==> config.mk <==
export PLATFORM = sky130hd
export DESIGN_NAME = ppu_rde_top
export DESIGN_NICKNAME = d
export VERILOG_FILES = /design/src/logic/ppu_timing_pkg.sv /design/src/logic/ppu_vram_pkg.sv /design/src/logic/ppu_scan_if.sv /design/src/logic/ppu_bg_shifter.sv /design/src/logic/ppu_rde_top.sv /design/src/logic/ppu_scan_timer.sv /design/src/logic/ppu_tile_fetch.sv /design/src/logic/ppu_vbuf_writer.sv
export SDC_FILE = /design/constraint.sdc
export NUM_CORES = 1
export LEC_CHECK = 0
export BUFFER_PORTS_ARGS = -buffer_cell sky130_fd_sc_hd__clkbuf_2
export CAP_MARGIN = 40
export CORE_MARGIN = 2
export CORE_UTILIZATION = 60
export CTS_CLUSTER_SIZE = 30
export DETAILED_ROUTE_END_ITERATION = 12
export PLACE_DENSITY = 0.91
export SLEW_MARGIN = 20
export SYNTH_ARGS = -nofsm -noshare
export SYNTH_HDL_FRONTEND = slang
export SYNTH_SLANG_ARGS = --single-unit
==> constraint.sdc <==
create_clock -name i_clk -period 7.15 [get_ports i_clk]
set_input_delay 0.715 -clock i_clk [delete_from_list [all_inputs] [get_ports i_clk]]
set_output_delay 0.715 -clock i_clk [all_outputs]
set_load 0.01 [all_outputs]
==> src/logic/ppu_timing_pkg.sv <==
package ppu_timing_pkg;

    ////////////////////////////////////////
    // scan geometry
    ////////////////////////////////////////

    typedef logic [8:0] scan_pos_t;                 // line or pixel coordinate

    localparam scan_pos_t SCAN_Y_VISIBLE = 9'd240;  // lines 0..239 reach the frame buffer
    localparam scan_pos_t SCAN_Y_START   = 9'd240;  // counter lands here after vblank
    localparam scan_pos_t SCAN_Y_PRELOAD = 9'd260;  // scroll latched at end of this line
    localparam scan_pos_t SCAN_Y_LAST    = 9'd261;  // pre-render line, prefetches line 0

    localparam scan_pos_t SCAN_X_VISIBLE = 9'd256;  // pixel cycles per line

endpackage

==> src/logic/ppu_vram_pkg.sv <==
package ppu_vram_pkg;

    ////////////////////////////////////////
    // memory map
    ////////////////////////////////////////

    localparam int NT_ADDR_W   = 12;  // four 1 KB nametables
    localparam int PT_ADDR_W   = 12;  // {table sel, tile, fine row}
    localparam int VBUF_ADDR_W = 17;  // {page, y, x}

    // attribute bytes follow the 30x32 tile entries of each table
    localparam logic [9:0] ATTR_ROW_BASE = 10'd960;

    ////////////////////////////////////////
    // data words
    ////////////////////////////////////////

    typedef logic [15:0] pt_word_t;  // high byte plane 1, low byte plane 0
    typedef logic [3:0]  plt_idx_t;  // {attr hi, attr lo, plane 1, plane 0}

    // the nametable bus returns a tile index at phase 6
    // and an attribute byte at phase 7 of every tile slot
    typedef union packed {
        logic [7:0]      tile;  // tile index
        logic [3:0][1:0] quad;  // tl, tr, bl, br from the low bits
    } nt_rdata_u;

endpackage

==> src/logic/ppu_scan_if.sv <==
`timescale 1ns/100ps

interface ppu_scan_if;
    import ppu_timing_pkg::*;

    scan_pos_t scan_x;       // pixel cycle within the line
    scan_pos_t scan_y;       // line number
    logic      pixel_calc;   // shifters run, fetches active
    logic      line_end;     // last cycle of a line
    logic      preload;      // line_end of line 260
    logic      frame_start;  // synchronised vblank edge
    logic      page;         // frame-buffer page being drawn

    modport timer (
        output scan_x,
        output scan_y,
        output pixel_calc,
        output line_end,
        output preload,
        output frame_start,
        output page
    );

    modport consumer (
        input scan_x,
        input scan_y,
        input pixel_calc,
        input line_end,
        input preload,
        input frame_start,
        input page
    );

endinterface

==> src/logic/ppu_bg_shifter.sv <==
`timescale 1ns/100ps

module ppu_bg_shifter (
    input  logic                    i_clk,
    input  logic                    i_rstn,
    ppu_scan_if.consumer            scan,
    input  logic [7:0]              i_ppumask,
    input  ppu_vram_pkg::pt_word_t  i_pt_rdata,
    input  ppu_vram_pkg::nt_rdata_u i_nt_rdata,
    input  logic [1:0]              i_attr_quad,
    input  logic [2:0]              i_fine_x,
    output ppu_vram_pkg::plt_idx_t  o_plt_addr
);
    import ppu_vram_pkg::*;

    // index 3..0 is attr hi, attr lo, plane 1, plane 0
    logic [3:0][15:0] r_shft;
    logic [3:0][7:0]  c_load_byte;
    logic [1:0]       c_attr;
    logic             c_load;
    logic             c_bg_ena;
    logic             c_bg_clip;
    logic             c_hide;
    plt_idx_t         c_pixel;

    assign c_bg_ena  = i_ppumask[3];
    assign c_bg_clip = i_ppumask[1];   // low hides the left 8 pixels
    assign c_load    = (scan.scan_x[2:0] == 3'd7);

    ////////////////////////////////////////
    // shift registers
    ////////////////////////////////////////

    assign c_attr         = i_nt_rdata.quad[i_attr_quad];
    assign c_load_byte[3] = {8{c_attr[1]}};
    assign c_load_byte[2] = {8{c_attr[0]}};
    assign c_load_byte[1] = i_pt_rdata[15:8];
    assign c_load_byte[0] = i_pt_rdata[7:0];

    always_ff @(posedge i_clk or negedge i_rstn) begin
        if (!i_rstn) begin
            r_shft <= '0;
        end else if (scan.pixel_calc) begin
            for (int i = 0; i < 4; i++) begin
                if (c_load)
                    r_shft[i] <= {r_shft[i][14:7], c_load_byte[i]};  // shift and refill
                else
                    r_shft[i] <= {r_shft[i][14:0], 1'b0};
            end
        end
    end

    ////////////////////////////////////////
    // pixel select
    ////////////////////////////////////////

    always_comb begin
        for (int i = 0; i < 4; i++) begin
            c_pixel[i] = r_shft[i][15 - i_fine_x];  // fine x picks the tap
        end
    end

    assign c_hide     = !c_bg_ena || (!c_bg_clip && (scan.scan_x < 9'd8));
    assign o_plt_addr = c_hide ? plt_idx_t'(0) : c_pixel;

endmodule

==> src/logic/ppu_rde_top.sv <==
`timescale 1ns/100ps

module ppu_rde_top #(
    parameter int LINE_CYCLES = 272
) (
    input  logic                                  i_clk,
    input  logic                                  i_rstn,
    // configuration
    input  logic [5:0]                            i_ppuctrl,
    input  logic [7:0]                            i_ppumask,
    input  logic [7:0]                            i_ppuscroll_x,
    input  logic [7:0]                            i_ppuscroll_y,
    input  logic                                  i_vblank,
    // video memories
    output logic [ppu_vram_pkg::NT_ADDR_W-1:0]    o_nt_addr,
    input  logic [7:0]                            i_nt_rdata,
    output logic [ppu_vram_pkg::PT_ADDR_W-1:0]    o_pt_addr,
    input  logic [15:0]                           i_pt_rdata,
    output logic [3:0]                            o_plt_addr,
    input  logic [7:0]                            i_plt_rdata,
    // frame buffer
    output logic [ppu_vram_pkg::VBUF_ADDR_W-1:0]  o_vbuf_addr,
    output logic                                  o_vbuf_we,
    output logic [7:0]                            o_vbuf_wdata
);

    logic [2:0] c_fine_x;
    logic [1:0] c_attr_quad;

    ppu_scan_if scan_if ();

    ppu_scan_timer #(
        .LINE_CYCLES (LINE_CYCLES)
    ) i_scan_timer (
        .i_clk    (i_clk),
        .i_rstn   (i_rstn),
        .i_vblank (i_vblank),
        .scan     (scan_if.timer)
    );

    ppu_tile_fetch #(
        .LINE_CYCLES (LINE_CYCLES)
    ) i_tile_fetch (
        .i_clk         (i_clk),
        .i_rstn        (i_rstn),
        .scan          (scan_if.consumer),
        .i_ppuctrl     (i_ppuctrl),
        .i_ppuscroll_x (i_ppuscroll_x),
        .i_ppuscroll_y (i_ppuscroll_y),
        .i_nt_rdata    (i_nt_rdata),
        .o_nt_addr     (o_nt_addr),
        .o_pt_addr     (o_pt_addr),
        .o_fine_x      (c_fine_x),
        .o_attr_quad   (c_attr_quad)
    );

    ppu_bg_shifter i_bg_shifter (
        .i_clk       (i_clk),
        .i_rstn      (i_rstn),
        .scan        (scan_if.consumer),
        .i_ppumask   (i_ppumask),
        .i_pt_rdata  (i_pt_rdata),
        .i_nt_rdata  (i_nt_rdata),   // attribute byte at phase 7
        .i_attr_quad (c_attr_quad),
        .i_fine_x    (c_fine_x),
        .o_plt_addr  (o_plt_addr)
    );

    ppu_vbuf_writer i_vbuf_writer (
        .i_clk        (i_clk),
        .i_rstn       (i_rstn),
        .scan         (scan_if.consumer),
        .i_plt_rdata  (i_plt_rdata),
        .o_vbuf_addr  (o_vbuf_addr),
        .o_vbuf_we    (o_vbuf_we),
        .o_vbuf_wdata (o_vbuf_wdata)
    );

endmodule

==> src/logic/ppu_scan_timer.sv <==
`timescale 1ns/100ps

module ppu_scan_timer #(
    parameter int LINE_CYCLES = 272
) (
    input  logic      i_clk,
    input  logic      i_rstn,
    input  logic      i_vblank,
    ppu_scan_if.timer scan
);
    import ppu_timing_pkg::*;

    localparam scan_pos_t X_LAST = scan_pos_t'(LINE_CYCLES - 1);

    logic      r_vblank;
    logic      rr_vblank;
    logic      rrr_vblank;
    logic      r_run;
    scan_pos_t r_x;
    scan_pos_t r_y;
    logic      r_page;

    ////////////////////////////////////////
    // vblank sync and frame start
    ////////////////////////////////////////

    always_ff @(posedge i_clk or negedge i_rstn) begin
        if (!i_rstn) begin
            r_vblank   <= 1'b0;
            rr_vblank  <= 1'b0;
            rrr_vblank <= 1'b0;
        end else begin
            r_vblank   <= i_vblank;
            rr_vblank  <= r_vblank;    // second sync stage
            rrr_vblank <= rr_vblank;   // edge history
        end
    end

    assign scan.frame_start = rr_vblank & ~rrr_vblank;

    always_ff @(posedge i_clk or negedge i_rstn) begin
        if (!i_rstn) begin
            r_run  <= 1'b0;
            r_page <= 1'b0;
        end else begin
            if (scan.frame_start) begin
                r_run  <= 1'b1;
                r_page <= ~r_page;     // first frame draws page 1
            end else if (scan.line_end && r_y == SCAN_Y_VISIBLE - 1) begin
                r_run  <= 1'b0;        // frame done after line 239
            end
        end
    end

    ////////////////////////////////////////
    // line and pixel counters
    ////////////////////////////////////////

    always_ff @(posedge i_clk or negedge i_rstn) begin
        if (!i_rstn) begin
            r_x <= '0;
            r_y <= SCAN_Y_START;
        end else if (scan.frame_start) begin
            r_x <= '0;
            r_y <= SCAN_Y_START;
        end else if (r_run) begin
            if (scan.line_end) begin
                r_x <= '0;
                r_y <= (r_y == SCAN_Y_LAST) ? scan_pos_t'(0) : r_y + 1'b1;
            end else begin
                r_x <= r_x + 1'b1;
            end
        end
    end

    assign scan.scan_x     = r_x;
    assign scan.scan_y     = r_y;
    assign scan.page       = r_page;
    assign scan.line_end   = r_run && (r_x == X_LAST);
    assign scan.preload    = scan.line_end && (r_y == SCAN_Y_PRELOAD);
    assign scan.pixel_calc = r_run && (r_x < SCAN_X_VISIBLE)
                          && ((r_y < SCAN_Y_VISIBLE) || (r_y == SCAN_Y_LAST));

    ap_x_range: assert property (@(posedge i_clk) disable iff (!i_rstn)
        r_x < LINE_CYCLES);

    // a new vblank must not cut into a running frame
    ap_no_restart: assert property (@(posedge i_clk) disable iff (!i_rstn)
        scan.frame_start |-> !r_run);

endmodule

==> src/logic/ppu_tile_fetch.sv <==
`timescale 1ns/100ps

module ppu_tile_fetch #(
    parameter int LINE_CYCLES = 272
) (
    input  logic                                i_clk,
    input  logic                                i_rstn,
    ppu_scan_if.consumer                        scan,
    input  logic [5:0]                          i_ppuctrl,
    input  logic [7:0]                          i_ppuscroll_x,
    input  logic [7:0]                          i_ppuscroll_y,
    input  ppu_vram_pkg::nt_rdata_u             i_nt_rdata,
    output logic [ppu_vram_pkg::NT_ADDR_W-1:0]  o_nt_addr,
    output logic [ppu_vram_pkg::PT_ADDR_W-1:0]  o_pt_addr,
    output logic [2:0]                          o_fine_x,
    output logic [1:0]                          o_attr_quad
);
    import ppu_timing_pkg::*;
    import ppu_vram_pkg::*;

    localparam scan_pos_t X_LAST = scan_pos_t'(LINE_CYCLES - 1);

    logic [4:0] r_col;       // coarse column of the next fetch
    logic [4:0] r_row;       // coarse row
    logic [2:0] r_fine_y;
    logic [2:0] r_fine_x;
    logic [1:0] r_nt_base;   // {vertical, horizontal} table
    logic       r_base_x;    // horizontal table at line start

    logic       c_step_col;
    logic       c_last_slot;
    logic       c_fetch_tile;
    logic       c_fetch_attr;
    logic [9:0] c_attr_addr;

    assign c_step_col   = scan.pixel_calc && (scan.scan_x[2:0] == 3'd4);
    assign c_last_slot  = (scan.scan_x[7:3] == 5'd30);  // tile 0 of the next line
    assign c_fetch_tile = scan.pixel_calc && (scan.scan_x[2:0] == 3'd5);
    assign c_fetch_attr = scan.pixel_calc && (scan.scan_x[2:0] == 3'd6);

    ////////////////////////////////////////
    // scroll position
    ////////////////////////////////////////

    always_ff @(posedge i_clk or negedge i_rstn) begin
        if (!i_rstn) begin
            r_col     <= '0;
            r_row     <= '0;
            r_fine_y  <= '0;
            r_fine_x  <= '0;
            r_nt_base <= '0;
            r_base_x  <= 1'b0;
        end else if (scan.preload) begin
            r_col             <= i_ppuscroll_x[7:3] + 5'd1;  // slot 0 of line 261 steps first
            r_fine_x          <= i_ppuscroll_x[2:0];
            {r_row, r_fine_y} <= i_ppuscroll_y - 8'd1;       // stepped at slot 30 of line 261
            r_nt_base         <= i_ppuctrl[1:0];
            r_base_x          <= i_ppuctrl[0];
        end else if (c_step_col) begin
            r_col <= r_col + 5'd1;
            if (c_last_slot)
                r_nt_base[0] <= r_base_x;                    // back to the left edge table
            else if (r_col == 5'd31)
                r_nt_base[0] <= ~r_nt_base[0];               // into the horizontal neighbour

            if (c_last_slot) begin
                r_fine_y <= r_fine_y + 3'd1;
                if (r_fine_y == 3'd7) begin
                    if (r_row == 5'd29) begin
                        r_row        <= '0;
                        r_nt_base[1] <= ~r_nt_base[1];       // into the vertical neighbour
                    end else begin
                        r_row <= r_row + 5'd1;
                    end
                end
            end
        end
    end

    ////////////////////////////////////////
    // memory addresses
    ////////////////////////////////////////

    assign c_attr_addr = ATTR_ROW_BASE + {r_row[4:2], r_col[4:2]};

    always_comb begin
        o_nt_addr = '0;
        if (c_fetch_tile)
            o_nt_addr = {r_nt_base, r_row, r_col};
        else if (c_fetch_attr)
            o_nt_addr = {r_nt_base, c_attr_addr};
    end

    // tile index answers the phase 5 read
    assign o_pt_addr = c_fetch_attr ? {i_ppuctrl[4], i_nt_rdata.tile, r_fine_y} : '0;

    assign o_fine_x    = r_fine_x;
    assign o_attr_quad = {r_row[1], r_col[1]};  // bottom, right

    ap_pt_after_tile: assert property (@(posedge i_clk) disable iff (!i_rstn)
        (o_pt_addr != '0) |-> (scan.scan_x[2:0] == 3'd6) && $past(c_fetch_tile));

    // scroll must be in place before the prefetch on line 261
    ap_preload_slot: assert property (@(posedge i_clk) disable iff (!i_rstn)
        scan.preload |-> (scan.scan_x == X_LAST)
                         ##1 (scan.scan_y == SCAN_Y_LAST && scan.scan_x == '0));

endmodule

==> src/logic/ppu_vbuf_writer.sv <==
`timescale 1ns/100ps

module ppu_vbuf_writer (
    input  logic                                  i_clk,
    input  logic                                  i_rstn,
    ppu_scan_if.consumer                          scan,
    input  logic [7:0]                            i_plt_rdata,
    output logic [ppu_vram_pkg::VBUF_ADDR_W-1:0]  o_vbuf_addr,
    output logic                                  o_vbuf_we,
    output logic [7:0]                            o_vbuf_wdata
);
    import ppu_timing_pkg::*;

    scan_pos_t r_x1;
    scan_pos_t r_y1;
    scan_pos_t r_x2;
    scan_pos_t r_y2;
    logic      r_vis1;
    logic      r_vis2;
    logic      c_vis;

    assign c_vis = scan.pixel_calc && (scan.scan_y < SCAN_Y_VISIBLE);  // skips line 261

    always_ff @(posedge i_clk or negedge i_rstn) begin
        if (!i_rstn) begin
            r_vis1 <= 1'b0;
            r_vis2 <= 1'b0;
        end else begin
            r_vis1 <= c_vis;    // palette read in flight
            r_vis2 <= r_vis1;   // write stage
        end
    end

    always_ff @(posedge i_clk) begin
        r_x1         <= scan.scan_x;
        r_y1         <= scan.scan_y;
        r_x2         <= r_x1;
        r_y2         <= r_y1;
        o_vbuf_wdata <= i_plt_rdata;
    end

    assign o_vbuf_we   = r_vis2;
    assign o_vbuf_addr = {scan.page, r_y2[7:0], r_x2[7:0]};

    ap_we_visible: assert property (@(posedge i_clk) disable iff (!i_rstn)
        o_vbuf_we |-> (r_x2 < SCAN_X_VISIBLE) && (r_y2 < SCAN_Y_VISIBLE)
                      && $past(scan.pixel_calc, 2));

endmodule

# After elaboration in Yosys (flattened, before gate mapping)
# Index checks and enable logic that the tools add are counted.
# op_classes
n_bitwise,5
n_reduce_logical,27
mux,44
n_eq_ne,12
addsub,9
magnitude_cmp,5
# op_table
operator,n
9-bit two-way mux,7
12-bit two-way mux,3
5-bit two-way mux,7
"32-bit by 5-bit less-than comparator with 1-bit output, second input constant",1
8-bit two-way mux,4
"9-bit equality test, second input constant",3
"9-bit by 1-bit adder with 9-bit output, second input constant",2
1-bit binary-select mux with 4-bit select,4
"5-bit by 1-bit adder with 5-bit output, second input constant",3
"3-bit equality test, second input constant",5
"5-bit equality test, second input constant",3
2-bit nonzero test,7
1-bit two-way mux,11
1-bit logical AND,10
"9-bit by 8-bit equality test with 1-bit output, second input constant",1
"9-bit by 4-bit less-than comparator with 1-bit output, second input constant",1
"9-bit by 8-bit less-than comparator with 1-bit output, second input constant",1
"9-bit less-than comparator, second input constant",1
3-bit two-way mux,3
"7-bit by 7-bit adder with 8-bit output, first input constant",1
"8-bit by 1-bit subtractor with 8-bit output, second input constant",1
2-bit two-way mux,3
2-bit AND reduction,3
"4-bit by 3-bit subtractor with 5-bit output, first input constant",1
other kinds (11),16
# totals
word_cells,127
ff_bits,148

# Longest topological paths before layout
# Gate-level depths: netlist (run 1).
# logic_depth
ltp_word,6
mapped_depth,12
ltp_nobuf,11

# Modules after synthesis
# Synthesis (run 1) repeated with hierarchy kept, for this count alone.
# hier_totals
cells_unflattened,563
hier_area_um2,6508.7
# modules_own_cells
module,cells_per_inst,seq_area_each_um2,n_inst,area_per_inst_um2
ppu_bg_shifter,229,1601.5,1,2885.3
ppu_tile_fetch,169,475.5,1,1510.2
ppu_scan_timer,120,580.6,1,1239.9
ppu_vbuf_writer,45,850.8,1,873.3

# Worst setup path before layout (run 1)
# No wires, ideal clock.
# synth_path
kind,register -> register
start,register i_scan_timer.r_x[7] (netlist: i_scan_timer.scan.scan_x[7])
end,register i_tile_fetch.r_col[4]
t_required_ps,7013
arrival_time_ps,2431
path_buffers,1
setup_ps,137
setup_slack_ps,4582
stages_incl_launch_ff,12
period_less_slack_ps,2568
path_cell_list,dfrtp_1 -> or4_4 -> nor3_4 -> and3_1 -> buf_2 -> nand2_1 -> nand2_1 -> ha_1 -> nand3_1 -> nor3_1 -> xnor2_1 -> a21oi_1
# synth_via
elab_chain_cells,5
# synth_lines
item,line_no,text
start: declaration,ppu_scan_timer.sv:19,scan_pos_t r_x;
start signal: assignment,ppu_scan_timer.sv:71,r_x <= r_x + 1'b1;
9-bit less-than comparator,ppu_scan_timer.sv:81,assign scan.pixel_calc = r_run && (r_x < SCAN_X_VISIBLE)
1-bit logical AND,ppu_scan_timer.sv:81,
1-bit logical AND,ppu_scan_timer.sv:82,&& ((r_y < SCAN_Y_VISIBLE) || (r_y == SCAN_Y_LAST));
1-bit logical AND,ppu_tile_fetch.sv:36,assign c_step_col = scan.pixel_calc && (scan.scan_x[2:0] == 3'd4);
2-bit nonzero test (no line),-,
end signal: assignment,ppu_tile_fetch.sv:54,r_col <= i_ppuscroll_x[7:3] + 5'd1;
end signal: assignment,ppu_tile_fetch.sv:60,r_col <= r_col + 5'd1;
end: declaration,ppu_tile_fetch.sv:23,logic [4:0] r_col;
# Several ways; a longest one is shown, not always the timed one.
# A chain may end at the register's enable or synchronous reset.

# Final worst setup path (run 1)
# layout_path
start,register i_scan_timer.r_y[3] (netlist: i_scan_timer.scan.scan_y[3])
end,output port o_nt_addr[11] (netlist name)
# layout_via
elab_chain_cells,6
# layout_lines
item,line_no,text
start: declaration,ppu_scan_timer.sv:20,scan_pos_t r_y;
start signal: assignment,ppu_scan_timer.sv:69,r_y <= (r_y == SCAN_Y_LAST) ? scan_pos_t'(0) : r_y + 1'b1;
9-bit by 8-bit less-than comparator with 1-bit output or 9-bit equality test (tied branches),ppu_scan_timer.sv:82,
1-bit logical OR *,ppu_scan_timer.sv:82,
1-bit logical AND *,ppu_scan_timer.sv:82,
1-bit logical AND,ppu_tile_fetch.sv:39,assign c_fetch_attr = scan.pixel_calc && (scan.scan_x[2:0] == 3'd6);
12-bit two-way mux,ppu_tile_fetch.sv:90,else if (c_fetch_attr)
12-bit two-way mux *,ppu_tile_fetch.sv:88,if (c_fetch_tile)
end: declaration,ppu_rde_top.sv:15,"output logic [ppu_vram_pkg::NT_ADDR_W-1:0] o_nt_addr,"
# Every way passes the cells marked *; elsewhere a longest branch is shown, timed or not.

==> results of run 1 <==
-- stage by stage --
| step | worst slack [ns] | hold slack [ns] | power (mW) |
|---|---|---|---|
| 4_1_cts | 3.13 | 0.108 | 2.40 |
| 3_3_place_gp | 3.81 | 0.311 | 1.48 |
| 5_1_grt | 2.91 | 0.123 | 2.51 |
| 3_5_place_dp | 3.74 | 0.312 | 1.54 |
| 2_1_floorplan | 4.58 | 0.310 | 1.40 |
| 6_report | 3.08 | 0.109 | 2.41 |
-- cells in the mapped netlist (all sizes together) (2+ instances only) --
cell       n
bufbuf     2
a22oi      3
a221o      2
nor2      55
o311a      3
nor3       9
nor2b      2
nor4       2
nand2    164
xnor2     12
clkbuf    25
xor2       8
o21ai     24
or4        2
o31ai      4
mux2i     20
and4       3
dfxtp     40
mux4      10
dfrtp    104
a21oi     26
o2111ai    5
and3      24
nand2b    17
nand3     21
nand4      3
nand3b     2
dfstp      4
o211a      2
buf        9
inv       11
ha        14
a31oi     20
-- layout make-up --
class	count	area, sq um
clock buffers	19	432
clock inverters	13	120
fillers	701	3050
inverters	11	41.3
multi-input cells	475	2870
flip-flops and latches	148	3510
well taps	140	175
repair buffers	116	644
-- metal layers --
metal | GRT usage (%) | share of wire [%] | vias up
met2 | 47.8 | 48 | 361
li1 | - | - | 2509
met3 | 7.83 | 8.9 | 84
met5 | 0 | 0 | -
met1 | 35.9 | 39 | 2642
met4 | 15.6 | 4.5 | 0
-- where the power goes --
part	leakage (nW)	internal (mW)	switching, mW
Clock	0.275	0.476	0.365
Sequential	1.63	1.00	0.142
Combinational	1.85	0.187	0.237
-- sequential cells by signal, summed over array words and instances, names as in the netlist, 8 cells and up --
name / count
i_vbuf_writer.r_y1: 8
i_vbuf_writer.o_vbuf_wdata: 8
i_vbuf_writer.r_y2: 8
i_vbuf_writer.r_x1: 8
i_scan_timer.scan.scan_x: 9
i_bg_shifter.r_shft: 64
i_scan_timer.scan.scan_y: 9
i_vbuf_writer.r_x2: 8
-- worst max-delay path: stages, from the launching register on --
cell	delay (ns)
dfrtp_1	0.46
nor4b_4	0.42
a31oi_2	0.30
nor2_4	0.16
buf_4	0.50
and2_1	0.53
o211a_1	0.27
clkbuf_2	0.15
-- logic make-up (layout without fill, tap and decap cells) --
group                      after synthesis  after routing  share of synthesized area [%]
muxes                                   31             31                           6.58
adders and majority gates               14             14                           2.64
AOI/OAI and AO/OA                      100            100                           9.65
xor gates and xnor gates                20             20                           2.64
and+or+nand+nor                        310            310                           21.7
buffers and inverters                   47            159                           3.98
DFF                                    148            148                           52.8
-- worst max path at each step --
stage,startpoint,slack [ns],cells after the start,endpoint
2_1_floorplan,i_scan_timer.scan.scan_x[7]$_DFFE_PN0P_,4.58,11,i_tile_fetch.r_col[4]$_DFFE_PN0P_
3_3_place_gp,i_scan_timer.scan.scan_y[3]$_DFFE_PN0P_,3.81,7,o_nt_addr[10]
3_5_place_dp,i_scan_timer.scan.scan_y[3]$_DFFE_PN0P_,3.74,7,o_nt_addr[10]
4_1_cts,i_scan_timer.scan.scan_y[3]$_DFFE_PN0P_,3.13,7,o_nt_addr[10]
5_1_grt,i_scan_timer.scan.scan_y[3]$_DFFE_PN0P_,2.91,7,o_nt_addr[11]
6_report,i_scan_timer.scan.scan_y[3]$_DFFE_PN0P_,3.08,7,o_nt_addr[11]
==> out/qor.yml, run 1 <==
drt:
  wl_microns: 16700
  vias: 5596
  ant_nets: 0
  dr.pass1.iters: 6
  avgViaCountPerCell: 6.07
  drt_iter0_markers: 581
  wire_per_inst_microns: 18.1
  drcViolationCount: 0
sta:
  finalSetupViolations: 0
  relSlewSlack_pct: 46.3
  max_freq_ghz: 0.246
  fin_crit_ns: 4.07
  rsz0062_at_grt: "false"
  finalCritPeriodShare_pct: 56.9
  final.setup.tns_ns: 0
  hold_viol: 0
  skew_ns: 0.0133
  drv_slew: 0
  tightest_slew_ns: 0.806
floorplan:
  pin_count: 119
  core_area_sq_mm: 0.0108
  start_util_pct: 61.2
  rows: 38
  die-area_sq_mm: 0.0119
  die_y_microns: 109
  die_x_microns: 109
pwr:
  peakVddDrop_mv: 0.230
  p_leak_nw: 3.75
  powerDensity_mw_per_mm2: 309
logic_synthesis:
  ys_warn_count: 0
  syn-cell-area_sq_mm: 0.00664
  synth_area_leaders: "dfrtp_1 (39%), dfxtp_1 (12%), nand2_1 (9.2%), mux4_2 (3.4%), mux2i_1 (3.0%)"
  synth_edf_count: 0
  avgSynthCellArea_sq_um: 9.91
  synth_top_area_share_pct: 39.2
  ys_seq_area_share_pct: 52.8
  syn_inst: 670
  synth.largest_area_cell: "dfrtp_1"
  synth-seq-cells: 148
  syn-num-nets: 749
  synth-async-reset-ratio_pct: 73.0
  synthFlopType: "dfrtp_1"
  synth.distinct_cells: 63
global_route:
  grt_pass1_wl_microns: 26500
  grt_util_all_layers_pct: 29.4
  grt_max_degree: 65
  grt_pass1_vias: 5453
  antenna_found_initial: 0
  grt-ovfl-total: 0
worst_setup_path:
  r2r-start: "i_scan_timer.scan.scan_x[6]$_DFFE_PN0P_"
  end_kind: "primary output"
  worstSetupPathType: "flop to primary output"
  worstPathRequired_ns: 6.43
  critPathArrivalTime_ns: 3.35
  reg2reg_to: "i_tile_fetch.r_col[4]$_DFFE_PN0P_"
  critPathLaunchType: "flop"
  crit_fanout: 64
  reg2reg_slack_ns: 3.86
  ff2ff_path_depth: 10
cells_and_area:
  final_cell_area_sq_mm: 0.00779
  final_util_pct: 71.9
  area_delta_synth_final_pct: 17.3
  final_common_cell: "nand2_1"
  nets: 848
  drive_gt1_share_pct: 22.5
  layout_common_cells: "nand2_1 (163), clkbuf_2 (108), dfrtp_1 (104)"
  fin_cells: 922
  antenna_cells: 0
cts:
  root_buffer: "clkbuf_8"
  cts_resized: 0
  clk_path_buf_depth: 2
  post_cts_buffers: 0
  numClockSinks: 148
  htree_levels: 4
  cts_hold_buf: 0
  cts_tree: "yes"
  worstSkewPairLatency_ns: 0.55
  numCtsBuffers: 17
  clk_pin_slew_ns: 0.07
run:
  max_cap_viol_count: 0
placement:
  placedCellCount: 890
  place_area_sq_mm: 0.00724
  place.gp.congestion: 0.916
  hpwl_microns: 10500
  io_buffer_count: 109
hold_path:
  hold_class: "input pin to asynchronous set/reset pin"
status:
  status: "finished, final reports clean"
(Power assumes the default switching activity.)
==> run 2: changes to the inputs <==
- ABC_AREA: not set -> 1
- CORE_UTILIZATION: 60 -> 50
- PLACE_DENSITY: 0.91 -> 0.82
- clock period: 7.15 -> 3.7 ns (I/O delays scaled with it)
==> out/qor.yml, run 2 <==
cells_and_area:
  final_cell_area_sq_mm: 0.00784
  drive_gt1_share_pct: 19.9
  nets: 941
  layout_common_cells: "nand2_1 (155), clkbuf_2 (108), dfrtp_1 (104)"
  largest-register: "i_bg_shifter.r_shft"
  area_delta_synth_final_pct: 19.9
  largest_reg_flops: 64
  antenna_cells: 0
  final_common_cell: "nand2_1"
  multi_input_area_sq_mm: 0.00249
  final-seq-area_sq_mm: 0.00351
  fillCellCount: 1101
drt:
  wire_per_inst_microns: 12.8
  vias: 5306
  ant_nets: 0
  drcViolationCount: 0
  wl_microns: 13400
  dr.pass1.iters: 5
  drt_iter0_markers: 384
  avgViaCountPerCell: 5.07
sta:
  tightest_slew_ns: 0.711
  rsz0062_at_grt: "false"
  fin_crit_ns: 3.22
  relSlewSlack_pct: 51.9
  skew_ns: 0.00653
  drv_slew: 0
  finalCritPeriodShare_pct: 87.0
  finalSetupViolations: 0
  final.setup.tns_ns: 0
  max_freq_ghz: 0.311
  hold_viol: 0
global_route:
  grt-ovfl-total: 0
  antenna_found_initial: 0
  grt_max_degree: 68
  grt_pass1_wl_microns: 22500
  grt_pass1_vias: 4769
  grt_util_all_layers_pct: 19.9
floorplan:
  die-area_sq_mm: 0.0140
  pin_count: 119
  start_util_pct: 51.6
  rows: 41
  core_area_sq_mm: 0.0127
  die_x_microns: 118
  die_y_microns: 118
placement:
  place.gp.congestion: 0.864
  hpwl_microns: 9200
  place_area_sq_mm: 0.00719
  io_buffer_count: 109
logic_synthesis:
  synthFlopType: "dfrtp_1"
  avgSynthCellArea_sq_um: 8.61
  synth.distinct_cells: 42
  syn-cell-area_sq_mm: 0.00654
  ys_seq_area_share_pct: 53.7
  synthTopCellsByCount: "nand2_1 (155), dfrtp_1 (104), inv_1 (95), o21ai_0 (94), nand3_1 (53)"
  synth.largest_area_cell: "dfrtp_1"
  synth_area_leaders: "dfrtp_1 (40%), dfxtp_1 (12%), nand2_1 (8.9%), o21ai_0 (7.2%), inv_1 (5.5%)"
  synth-async-reset-ratio_pct: 73.0
  synth-seq-cells: 148
  synth_top_area_share_pct: 39.8
  synth_most_common_cell: "nand2_1"
  synth_edf_count: 0
  syn_inst: 759
  ys_warn_count: 0
  syn-num-nets: 838
worst_setup_path:
  end_kind: "primary output"
  crit_fanout: 63
  worstSetupPathType: "flop to primary output"
  critPathArrivalTime_ns: 2.85
  worstPathRequired_ns: 3.33
  reg2reg_slack_ns: 1.22
  critPathLaunchType: "flop"
pwr:
  powerDensity_mw_per_mm2: 627
  seq_power_share_pct: 44.4
  swShare_pct: 29.5
  peakVddDrop_mv: 0.408
  combPwrFrac_pct: 19.1
  internal_power_mw: 3.46
  clkPwrFrac_pct: 36.4
  switchingPower_mw: 1.45
  p_leak_nw: 3.92
cts:
  numCtsBuffers: 17
  clk_pin_slew_ns: 0.06
  clk_path_buf_depth: 2
  numClockSinks: 148
  root_buffer: "clkbuf_16"
  worstSkewPairLatency_ns: 0.42
  cts_tree: "yes"
  htree_levels: 4
run:
  max_cap_viol_count: 0
hold_path:
  hold_class: "input pin to flop"
status:
  status: "finished, final reports clean"
## run 2: power groups by stage
stage	Sequential, mW	Combinational, mW	Clock (mW)
2_1_floorplan	2.17	0.668	0
3_5_place_dp	2.21	0.939	0
4_1_cts	2.18	0.950	1.82
3_3_place_gp	2.20	0.902	0
5_1_grt	2.23	1.08	1.89
6_report	2.18	0.941	1.79
## run 2: final timing paths
| check | startpoint | endpoint | cells past startpoint |
|---|---|---|---|
| worst max-delay path | i_scan_timer.scan.scan_y[5]$_DFFE_PN1P_ | o_nt_addr[6] | 9 |
| worst min-delay path | i_plt_rdata[7] | i_vbuf_writer.o_vbuf_wdata[7]$_DFF_P_ | 1 |
| worst max register to register | i_scan_timer.scan.scan_x[1]$_DFFE_PN0P_ | i_tile_fetch.r_col[4]$_DFFE_PN0P_ | 11 |
| worst min register to register | i_vbuf_writer.r_y1[6]$_DFF_P_ | i_vbuf_writer.r_y2[6]$_DFF_P_ | 0 |
| max in group asynchronous | i_rstn | i_bg_shifter.r_shft[47]$_DFFE_PN0P_ | 3 |
| min in group asynchronous | i_rstn | i_scan_timer.scan.scan_x[5]$_DFFE_PN0P_ | 2 |
## run 2: area by class of cell
class	instances	area share (%)
sequential	148	44.8
multi-input combinational	480	31.8
timing repair buffer	114	7.76
clock buffer	23	7.06
inverter	101	4.84
tap	172	2.75
clock inverter	9	1.07
## run 2: repair_timing
| item | in CTS | in global routing |
|---|---|---|
| endpoints found under the hold margin | 30 | 0 |
| setup buffers | 0 | 0 |
| gates resized for setup | 0 | 0 |
| hold buffers | 1 | 0 |
## run 2: cell families (layout without fill, tap and decap cells)
kind of cell / after synthesis / in the layout / synth area share, %
xor gates and xnor gates: 13 / 13 / 1.74
AOI/OAI and AO/OA: 173 / 173 / 15.1
and+or+nand+nor: 280 / 280 / 18.6
buffers and inverters: 131 / 247 / 8.23
adders and majority gates: 14 / 14 / 2.68
DFF: 148 / 148 / 53.7
## run 2: critical path: stages, from the launching register on
cell and delay [ns]:
dfstp_2 0.59, nand2_2 0.10, nor3_2 0.25, nor2_2 0.08, nand2_4 0.44, nor2_2 0.08
inv_2 0.21, or2_1 0.39, o21ai_1 0.13, clkbuf_2 0.15
## run 2: routing by layer
layer	global-route usage [%]	share of wire (%)	vias up
met4	6.78	1.1	0
met5	0	0	-
met3	6.03	5.7	12
li1	-	-	2685
met2	28.9	45	151
met1	28.3	49	2458
## run 2: per-stage QoR
stage               power [mW]  setup slack [ns]  hold WS, ns  util [%]  instances
finish                    4.91             0.480       0.0514      61.9       1047
global route              5.20             0.195       0.0376      61.9       1047
CTS                       4.95             0.449       0.0343      61.9       1047
detailed placement        3.15             0.918        0.312      56.8       1014
global placement          3.10             0.956        0.310      56.5       1013
floorplan                 2.84              1.77       0.0744         -        759
